[src/gpio_pkg.sv]
// Shared definitions for the Wishbone GPIO bridge: bus widths, register map and slave states.
package gpio_pkg;

  // The Wishbone side of the bridge is a plain 32-bit classic bus.
  typedef logic [31:0] wb_addr_t;  // Byte address from the master.
  typedef logic [31:0] wb_data_t;  // One data word in either direction.
  typedef logic [3:0]  wb_sel_t;   // One select bit per byte lane.

  // The register file only looks at the low five address bits.
  // Addresses with any higher bit set never reach a register.
  typedef logic [4:0]  reg_off_t;

  // Register map. All registers are word aligned and NUM_GPIO bits wide.
  // Bits at or above NUM_GPIO read as zero and ignore writes.

  // Output data driven onto the pins whose direction bit is set.
  localparam reg_off_t OFF_DATA_OUT = 5'h00;

  // Pin direction. A one makes the pin an output.
  localparam reg_off_t OFF_DIR      = 5'h04;

  // Synchronized pin levels. This register is read only.
  localparam reg_off_t OFF_DATA_IN  = 5'h08;

  // Interrupt enable per pin.
  localparam reg_off_t OFF_IRQ_EN   = 5'h0C;

  // Interrupt status. Writing a one clears that bit.
  localparam reg_off_t OFF_IRQ_STAT = 5'h10;

  // Edge polarity per pin. A one selects rising edges and a zero falling edges.
  localparam reg_off_t OFF_IRQ_POL  = 5'h14;

  // Wishbone slave FSM states.
  // ST_IDLE waits for cyc and stb and issues the register request.
  // ST_ACCESS waits for the register file to answer with ack or err.
  // ST_RESPOND is the free cycle that lets the master drop stb.
  typedef enum logic [1:0] {
    ST_IDLE,
    ST_ACCESS,
    ST_RESPOND
  } wb_state_e;

endpackage

[src/gpio_reg_if.sv]
// Internal register bus carrying one single-beat request and its answer to the GPIO registers.
interface gpio_reg_if;
  import gpio_pkg::*;

  // Request side, driven by the Wishbone front end.
  logic     req;    // High for exactly one cycle per access.
  logic     we;     // Write when high, read when low.
  reg_off_t off;    // Word offset of the addressed register.
  wb_data_t wdata;  // Write data, merged per byte lane by the target.
  wb_sel_t  sel;    // Byte lanes taking part in a write.

  // Answer side, driven by the register file one cycle after req.
  logic     ack;    // Access done.
  logic     err;    // Access refused and no state changed.
  wb_data_t rdata;  // Read data, valid while ack is high on a read.

  // The front end issues requests and samples answers.
  modport master (
    output req,
    output we,
    output off,
    output wdata,
    output sel,
    input  rdata,
    input  ack,
    input  err
  );

  // The register file takes requests and returns answers.
  modport target (
    input  req,
    input  we,
    input  off,
    input  wdata,
    input  sel,
    output rdata,
    output ack,
    output err
  );
endinterface

[src/gpio_input_sync.sv]
// Pin input stage with a two-flop synchronizer and a polarity-selected edge detector per pin.
module gpio_input_sync #(
  parameter int NUM_GPIO = 16
) (
  input  logic                pclk,
  input  logic                reset_i,
  input  logic [NUM_GPIO-1:0] gpio_i,
  input  logic [NUM_GPIO-1:0] irq_pol_i,
  output logic [NUM_GPIO-1:0] pin_sync_o,
  output logic [NUM_GPIO-1:0] pin_event_o
);

  logic [NUM_GPIO-1:0] meta_q;  // First stage, may go metastable.
  logic [NUM_GPIO-1:0] sync_q;  // Second stage, safe to use.
  logic [NUM_GPIO-1:0] prev_q;  // Synchronized level one cycle ago.
  logic [NUM_GPIO-1:0] rise;    // Pin went from low to high.
  logic [NUM_GPIO-1:0] fall;    // Pin went from high to low.

  // The pins are asynchronous to pclk.
  // Two flops give the first stage a full cycle to settle.
  always_ff @(posedge pclk) begin
    if (reset_i) begin
      meta_q <= '0;
      sync_q <= '0;
      prev_q <= '0;
    end else begin
      meta_q <= gpio_i;
      sync_q <= meta_q;
      prev_q <= sync_q;
    end
  end

  // Edges are seen in the cycle where the synchronized level changes.
  assign rise = sync_q & ~prev_q;
  assign fall = ~sync_q & prev_q;

  // Polarity one picks the rising edge and zero the falling edge.
  // After reset every polarity bit is zero, so only falling edges count.
  assign pin_event_o = (rise & irq_pol_i) | (fall & ~irq_pol_i);

  assign pin_sync_o = sync_q;  // Two edges behind the pin.

endmodule

[src/gpio_regs.sv]
// GPIO register file with byte-lane writes, read mux, edge interrupt status and interrupt line.
module gpio_regs #(
  parameter int NUM_GPIO = 16
) (
  input  logic                pclk,
  input  logic                reset_i,
  gpio_reg_if.target          reg_bus,
  input  logic [NUM_GPIO-1:0] pin_sync_i,
  input  logic [NUM_GPIO-1:0] pin_event_i,
  output logic [NUM_GPIO-1:0] irq_pol_o,
  output logic [NUM_GPIO-1:0] gpio_o,
  output logic [NUM_GPIO-1:0] gpio_oe_o,
  output logic                irq_o
);
  import gpio_pkg::*;

  logic [NUM_GPIO-1:0] data_out_q;  // Output data.
  logic [NUM_GPIO-1:0] dir_q;       // Direction, one means output.
  logic [NUM_GPIO-1:0] data_in_q;   // Sampled pin levels.
  logic [NUM_GPIO-1:0] irq_en_q;    // Interrupt enables.
  logic [NUM_GPIO-1:0] irq_pol_q;   // Edge polarity.
  logic [NUM_GPIO-1:0] irq_stat_q;  // Pending interrupts.
  logic [NUM_GPIO-1:0] stat_clr;    // Status bits cleared by this write.

  wb_data_t rd_word;    // Addressed register, zero extended.
  wb_data_t new_word;   // Addressed register after the byte-lane write.
  wb_data_t clr_word;   // Write data with unselected lanes forced to zero.
  wb_data_t rdata_q;    // Registered read data.
  logic     known_off;  // The offset names a register.
  logic     access_ok;  // The access is legal.
  logic     wr_en;      // A legal write happens in this cycle.
  logic     ack_q;
  logic     err_q;

  // Replaces the selected byte lanes of a word.
  function automatic wb_data_t lane_merge(wb_data_t old_word, wb_data_t data, wb_sel_t sel);
    wb_data_t merged;
    merged = old_word;
    for (int lane = 0; lane < $bits(wb_sel_t); lane++) begin
      if (sel[lane]) begin
        merged[8*lane +: 8] = data[8*lane +: 8];
      end
    end
    return merged;
  endfunction

  // Offset decode and read mux share one case.
  always_comb begin
    known_off = 1'b1;
    case (reg_bus.off)
      OFF_DATA_OUT: rd_word = wb_data_t'(data_out_q);
      OFF_DIR:      rd_word = wb_data_t'(dir_q);
      OFF_DATA_IN:  rd_word = wb_data_t'(data_in_q);
      OFF_IRQ_EN:   rd_word = wb_data_t'(irq_en_q);
      OFF_IRQ_STAT: rd_word = wb_data_t'(irq_stat_q);
      OFF_IRQ_POL:  rd_word = wb_data_t'(irq_pol_q);
      default: begin
        known_off = 1'b0;  // Past the map or not word aligned.
        rd_word   = '0;
      end
    endcase
  end

  // DATA_IN follows the pins and refuses writes.
  assign access_ok = known_off && !(reg_bus.we && (reg_bus.off == OFF_DATA_IN));
  assign wr_en     = reg_bus.req && reg_bus.we && access_ok;

  assign new_word = lane_merge(rd_word, reg_bus.wdata, reg_bus.sel);
  assign clr_word = lane_merge('0, reg_bus.wdata, reg_bus.sel);
  assign stat_clr = (wr_en && (reg_bus.off == OFF_IRQ_STAT)) ? clr_word[NUM_GPIO-1:0] : '0;

  always_ff @(posedge pclk) begin
    if (reset_i) begin
      data_out_q <= '0;
      dir_q      <= '0;
      data_in_q  <= '0;
      irq_en_q   <= '0;
      irq_pol_q  <= '0;
      irq_stat_q <= '0;
      ack_q      <= 1'b0;
      err_q      <= 1'b0;
    end else begin
      data_in_q  <= pin_sync_i;
      irq_stat_q <= (irq_stat_q & ~stat_clr) | pin_event_i;  // A new event beats a clear.
      ack_q      <= reg_bus.req && access_ok;
      err_q      <= reg_bus.req && !access_ok;
      if (wr_en) begin
        case (reg_bus.off)
          OFF_DATA_OUT: data_out_q <= new_word[NUM_GPIO-1:0];
          OFF_DIR:      dir_q      <= new_word[NUM_GPIO-1:0];
          OFF_IRQ_EN:   irq_en_q   <= new_word[NUM_GPIO-1:0];
          OFF_IRQ_POL:  irq_pol_q  <= new_word[NUM_GPIO-1:0];
          default: ;  // IRQ_STAT is handled above.
        endcase
      end
    end
  end

  // Read data is captured with the request. Refused reads return zero.
  always_ff @(posedge pclk) begin
    if (reg_bus.req) begin
      rdata_q <= (access_ok && !reg_bus.we) ? rd_word : '0;
    end
  end

  assign reg_bus.rdata = rdata_q;
  assign reg_bus.ack   = ack_q;
  assign reg_bus.err   = err_q;

  assign gpio_o    = data_out_q;
  assign gpio_oe_o = dir_q;
  assign irq_pol_o = irq_pol_q;
  assign irq_o     = |(irq_stat_q & irq_en_q);  // Level interrupt from any enabled pin.

  // A request lasts one cycle, so each access writes and answers only once.
  a_single_req : assert property (@(posedge pclk) disable iff (reset_i)
    reg_bus.req |=> !reg_bus.req);

endmodule

[src/wb_gpio_slave.sv]
// Wishbone classic slave that turns each single-beat bus cycle into one register request.
module wb_gpio_slave (
  input  logic               pclk,
  input  logic               reset_i,
  input  gpio_pkg::wb_addr_t wb_adr_i,
  input  gpio_pkg::wb_data_t wb_dat_i,
  input  gpio_pkg::wb_sel_t  wb_sel_i,
  input  logic               wb_we_i,
  input  logic               wb_cyc_i,
  input  logic               wb_stb_i,
  output gpio_pkg::wb_data_t wb_dat_o,
  output logic               wb_ack_o,
  output logic               wb_err_o,
  gpio_reg_if.master         reg_bus
);
  import gpio_pkg::*;

  // Offset sent when the address has bits set above the register window.
  // It lies past the last register, so the register file refuses it.
  localparam reg_off_t OFF_OUTSIDE = '1;

  wb_state_e state_q;    // Slave FSM state.
  logic      req_q;      // One-cycle request towards the register file.
  logic      we_q;       // Captured direction.
  reg_off_t  off_q;      // Captured register offset.
  wb_data_t  wdata_q;    // Captured write data.
  wb_sel_t   sel_q;      // Captured byte selects.
  logic      new_cycle;  // A master cycle is being offered.
  logic      answered;   // The register file has answered this access.

  assign new_cycle = wb_cyc_i && wb_stb_i;
  assign answered  = reg_bus.ack || reg_bus.err;

  // Control path of the FSM.
  always_ff @(posedge pclk) begin
    if (reset_i) begin
      state_q <= ST_IDLE;
      req_q   <= 1'b0;
    end else begin
      req_q <= 1'b0;  // The request never lasts more than one cycle.
      case (state_q)
        ST_IDLE: begin
          if (new_cycle) begin
            state_q <= ST_ACCESS;
            req_q   <= 1'b1;
          end
        end
        ST_ACCESS: begin
          // The answer always comes one cycle after req.
          if (answered) begin
            state_q <= ST_RESPOND;
          end
        end
        ST_RESPOND: state_q <= ST_IDLE;  // Gives the master a cycle to drop stb.
        default:    state_q <= ST_IDLE;
      endcase
    end
  end

  // Access fields are captured only when a new cycle is accepted.
  always_ff @(posedge pclk) begin
    if ((state_q == ST_IDLE) && new_cycle) begin
      we_q    <= wb_we_i;
      wdata_q <= wb_dat_i;
      sel_q   <= wb_sel_i;
      // High address bits are folded into one offset that decodes as invalid.
      off_q   <= (|wb_adr_i[31:5]) ? OFF_OUTSIDE : wb_adr_i[4:0];
    end
  end

  assign reg_bus.req   = req_q;
  assign reg_bus.we    = we_q;
  assign reg_bus.off   = off_q;
  assign reg_bus.wdata = wdata_q;
  assign reg_bus.sel   = sel_q;

  // The answer goes straight to the bus. A master that already dropped cyc never sees it.
  assign wb_ack_o = (state_q == ST_ACCESS) && reg_bus.ack && wb_cyc_i;
  assign wb_err_o = (state_q == ST_ACCESS) && reg_bus.err && wb_cyc_i;
  assign wb_dat_o = reg_bus.rdata;  // Only meaningful while ack is high on a read.

  // The register file must never give both answers to one access.
  a_ack_err_excl : assert property (@(posedge pclk) disable iff (reset_i)
    !(wb_ack_o && wb_err_o));

  // The FSM waits in ST_ACCESS, so the register file must answer right after each request.
  a_answer_next : assert property (@(posedge pclk) disable iff (reset_i)
    reg_bus.req |=> answered);

endmodule

[src/wb_gpio_top.sv]
// GPIO bridge top level joining the Wishbone slave, the register file and the pin input stage.
module wb_gpio_top #(
  parameter int NUM_GPIO = 16  // Number of pins, 1 to 32.
) (
  input  logic                pclk,
  input  logic                reset_i,
  // Wishbone classic slave port.
  input  gpio_pkg::wb_addr_t  wb_adr_i,
  input  gpio_pkg::wb_data_t  wb_dat_i,
  input  gpio_pkg::wb_sel_t   wb_sel_i,
  input  logic                wb_we_i,
  input  logic                wb_cyc_i,
  input  logic                wb_stb_i,
  output gpio_pkg::wb_data_t  wb_dat_o,
  output logic                wb_ack_o,
  output logic                wb_err_o,
  // Pins and interrupt.
  input  logic [NUM_GPIO-1:0] gpio_i,
  output logic [NUM_GPIO-1:0] gpio_o,
  output logic [NUM_GPIO-1:0] gpio_oe_o,
  output logic                irq_o
);

  gpio_reg_if reg_bus ();  // Request and answer between slave and registers.

  logic [NUM_GPIO-1:0] pin_sync;   // Synchronized pin levels.
  logic [NUM_GPIO-1:0] pin_event;  // One-cycle edge pulses.
  logic [NUM_GPIO-1:0] irq_pol;    // Edge polarity from IRQ_POL.

  // Bus front end.
  wb_gpio_slave i_slave (
    .pclk     (pclk),
    .reset_i  (reset_i),
    .wb_adr_i (wb_adr_i),
    .wb_dat_i (wb_dat_i),
    .wb_sel_i (wb_sel_i),
    .wb_we_i  (wb_we_i),
    .wb_cyc_i (wb_cyc_i),
    .wb_stb_i (wb_stb_i),
    .wb_dat_o (wb_dat_o),
    .wb_ack_o (wb_ack_o),
    .wb_err_o (wb_err_o),
    .reg_bus  (reg_bus.master)
  );

  gpio_regs #(.NUM_GPIO(NUM_GPIO)) i_regs (
    .pclk        (pclk),
    .reset_i     (reset_i),
    .reg_bus     (reg_bus.target),
    .pin_sync_i  (pin_sync),
    .pin_event_i (pin_event),
    .irq_pol_o   (irq_pol),
    .gpio_o      (gpio_o),
    .gpio_oe_o   (gpio_oe_o),
    .irq_o       (irq_o)
  );

  gpio_input_sync #(.NUM_GPIO(NUM_GPIO)) i_input_sync (
    .pclk        (pclk),
    .reset_i     (reset_i),
    .gpio_i      (gpio_i),
    .irq_pol_i   (irq_pol),
    .pin_sync_o  (pin_sync),
    .pin_event_o (pin_event)
  );

endmodule
[config.mk]
export PLATFORM = sky130hd
export DESIGN_NAME = wb_gpio_top
export DESIGN_NICKNAME = d
export VERILOG_FILES = /design/src/gpio_pkg.sv /design/src/gpio_reg_if.sv /design/src/gpio_input_sync.sv /design/src/gpio_regs.sv /design/src/wb_gpio_slave.sv /design/src/wb_gpio_top.sv
export SDC_FILE = /design/constraint.sdc
export NUM_CORES = 1
export LEC_CHECK = 0
export ABC_AREA = 1
export ABC_CLOCK_PERIOD_IN_PS = 4750
export CAP_MARGIN = 20
export CORE_AREA = 2 2 183 185
export CTS_CLUSTER_DIAMETER = 100
export DETAILED_ROUTE_END_ITERATION = 7
export DIE_AREA = 0 0 185 187
export DONT_BUFFER_PORTS = 1
export GPL_TIMING_DRIVEN = 0
export PLACE_DENSITY = 0.41
export SLEW_MARGIN = 25
export SYNTH_ARGS = -nofsm -noshare
export SYNTH_HDL_FRONTEND = slang
export SYNTH_SLANG_ARGS = --single-unit
[constraint.sdc]
create_clock -name pclk -period 4.75 [get_ports pclk]
set_clock_uncertainty 0.15 [all_clocks]
set_input_delay 1.425 -clock pclk [delete_from_list [all_inputs] [get_ports pclk]]
set_output_delay 1.425 -clock pclk [all_outputs]
set_load 0.1 [all_outputs]
==> results.yml <==
placement:
  port_buffers: 0
  globalplace.congestion: 0.845
  cell_area_after_placement_um2: 8750
  dp_cells: 1570
  place_hpwl_mm: 21.3
  placement.setup.worst_slack_ns: 0.774
clock_network:
  cts_buf_count: 17
  cts.sink_count: 173
  cts_repair_resize_count: 0
  root_buffer: "clkbuf_16"
  clk_pin_slew_ns: 0.07
  tritoncts_clock_tree: "done"
  clock_latency_reported_for_the_late_side_of_the_worst_skew_pair_ns: 0.44
  cts.repair_timing.setup_buffer_count: 0
  max-clock-path-buffers: 2
  cts_hold_buf: 0
  ctsHtreeMaxLevel: 4
logic_synthesis:
  cell_area_after_synthesis_um2: 8070
  synth_enable_flop_cells: 40
  syn-instance-count: 1103
  synthArstFlopShare_pct: 0
  dominantRegCellSynth: "dfxtp_1"
  postSynthAreaPerCell_um2: 7.31
  synth_seq_area_share_pct: 47.9
  ys_types: 30
  yosys_register_bits: 173
  synth.yosys.warnings: 0
layout:
  instances_no_fill: 1602
  area.growth.synth_to_final_pct: 16.5
  fillCellCount: 3634
  final_layout_size_suffix_gt1_share_pct: 8.59
  final_nets: 1230
  core_occupancy_in_the_finished_layout_pct: 28.6
  final_cell_area_um2: 9400
timing:
  worst_slew_pin_slew_ns: 1.10
  fin_crit_sh_pct: 77.8
  fin_worst_hold_slack_ns: 0.245
  timing.slew.headroom_pct: 26.8
  fin_ws_ns: 1.06
  report.final.slew_viol_count: 0
  grt_setup_unrepaired: "false"
  maxClockFrequency_mhz: 271
  hold_viol_final: 0
  finalCriticalPeriod_ns: 3.69
  fin_tns_setup_ns: 0
  setup_viol: 0
power_and_ir_drop:
  power.density_nw_per_um2: 348
  leakage_power_of_the_design_nw: 4.22
  vdd_ir_drop_max_mv: 0.179
  total_power_mw: 3.28
detailed_routing:
  drt-pass1-iter-count: 7
  route.vias.total: 6914
  detail_route.wl_per_cell_um: 16.9
  routed_via_density: 4.32
  route.final.wire_length_mm: 27.0
  drt_iter0_drc: 513
  detail_route.drc_violations: 0
  route.antenna.remaining_nets: 0
worst_setup_path:
  cp_slowest_cell: "nor2_4"
  cp-start-kind: "primary input"
  path_class: "in -> out"
  worst-endpoint-arrival_ns: 2.12
  biggest_cell_delay_along_the_critical_path_ns: 0.55
  crit_path_max_delay_family: "simple AND/OR/NAND/NOR gates"
  timing.critical_path.fanout_max: 4
  crit_required_ns: 3.17
  cp_num_buf_inv: 0
  crit_chain: "nand2_1, nor2_4"
  end_kind: "output pin"
global_routing:
  grt.overflow.total: 0
  grt_antenna_before_repair: 1
  grt_start_max_net_pins: 20
  first_pass_grt_wire_length_mm: 41.0
  number_of_global_route_vias_before_repair: 6504
  grt_usage_pct: 16.0
status:
  run_status: "finished, final reports clean"
floorplanning:
  ioPinCount: 156
  die_area_um2: 34600
  core.rowCount: 67
  initial_core_utilization_pct: 24.6
  coreArea_um2: 32900
  die_width_um: 185
  die-height_um: 187
job:
  cap_violations: 0
worst_hold_path:
  hold_path.class: "reg -> reg"
## state kept, by name (all words and copies together) (netlist names), 2 cells and up
| signal | cells |
|---|---|
| i_regs.gpio_oe_o | 16 |
| i_slave.reg_bus.wdata | 16 |
| i_regs.irq_stat_q | 16 |
| i_regs.gpio_o | 16 |
| i_slave.state_q | 2 |
| i_input_sync.pin_sync_o | 16 |
| i_slave.reg_bus.off | 5 |
| i_regs.irq_en_q | 16 |
| i_input_sync.prev_q | 16 |
| i_input_sync.meta_q | 16 |
| i_regs.irq_pol_o | 16 |
| i_slave.reg_bus.sel | 2 |
| i_regs.reg_bus.rdata | 16 |
## report_power, final
group	leakage (nW)	switching (mW)	internal, mW
sequential	1.46	0.0339	1.54
clock	0.314	0.609	0.920
combinational	2.44	0.142	0.0342
## cells in the mapped netlist (all sizes together), types with 3 or more instances
cell type	count	share of area, %
inv	214	10
nand2	198	9.2
nor2	155	7.5
dfxtp	133	33
a21oi	98	6.1
nand3	90	6.2
nand4	82	6.4
buf	47	3.9
edfxtp	40	15
clkbuf	22	1.0
nor4	7	0.54
nor3	4	0.25
clkinv	3	0.14
o21ai	3	0.19
## layout by cell type, fill, tap and decap left out, types with 2 or more instances in the layout
cell type,n
nor4_1,7
nand3_1,84
bufinv_16,3
clkinv_4,2
clkbuf_8,2
buf_1,3
clkinv_1,3
clkbuf_16,19
clkbuf_1,24
nor2_4,5
nand4_1,82
nor2_1,150
nand3_2,3
o21ai_0,2
edfxtp_1,40
nand3_4,3
inv_2,3
nand2_1,198
conb_1,16
dfxtp_2,3
buf_4,25
inv_4,5
buf_2,17
dfxtp_1,130
inv_1,207
buf_6,5
a21oi_1,98
nor3_1,3
## path summary, 6_finish.rpt
| path | from | endpoint | slack (ns) | depth (start not counted) |
|---|---|---|---|---|
| max | wb_cyc_i | wb_ack_o | 1.06 | 2 |
| min reg2reg | i_input_sync.meta_q[7]$_SDFF_PP0_ | i_input_sync.pin_sync_o[7]$_SDFF_PP0_ | 0.24 | 2 |
| max reg2reg | i_slave.reg_bus.req$_SDFF_PP0_ | i_regs.irq_en_q[8]$_SDFFE_PP0P_ | 2.17 | 9 |
| min | i_input_sync.meta_q[7]$_SDFF_PP0_ | i_input_sync.pin_sync_o[7]$_SDFF_PP0_ | 0.24 | 2 |
## worst register-to-register path, delay by kind of cell, from the launching register on
| family | cells | cell delay [ns] |
|---|---|---|
| buffers and inverters | 5 | 1.02 |
| AND/OR/NAND/NOR | 4 | 0.64 |
| flip-flops | 1 | 0.68 |
## final cells by class
type,count,area (um2),area share [%]
antenna,1,2.50,0.0266
buffer,69,397,4.22
clock buffer,23,510,5.43
clock inverter,8,128,1.36
inverter,217,825,8.77
multi-input combinational,659,3060,32.5
sequential,173,3870,41.1
tap,448,561,5.96
timing repair buffer,4,53.8,0.572
## logic make-up after synthesis
| group | Yosys count | synth area share (%) |
|---|---|---|
| buffers and inverters | 286 | 15.1 |
| flip-flops | 173 | 47.9 |
| AO/OA/AOI/OAI | 104 | 6.59 |
| AND/OR/NAND/NOR | 539 | 30.3 |
| other | 1 | 0.0465 |
## per-layer routing
metal	GRT usage, %	vias to the layer above	wire length [um]
met1	23.6	3130	13700
met5	0	-	0
met3	2.71	32	1310
met4	5.46	0	525
li1	-	3555	-
met2	23.5	197	11500
Note: power is estimated with default switching activity, not from simulation.
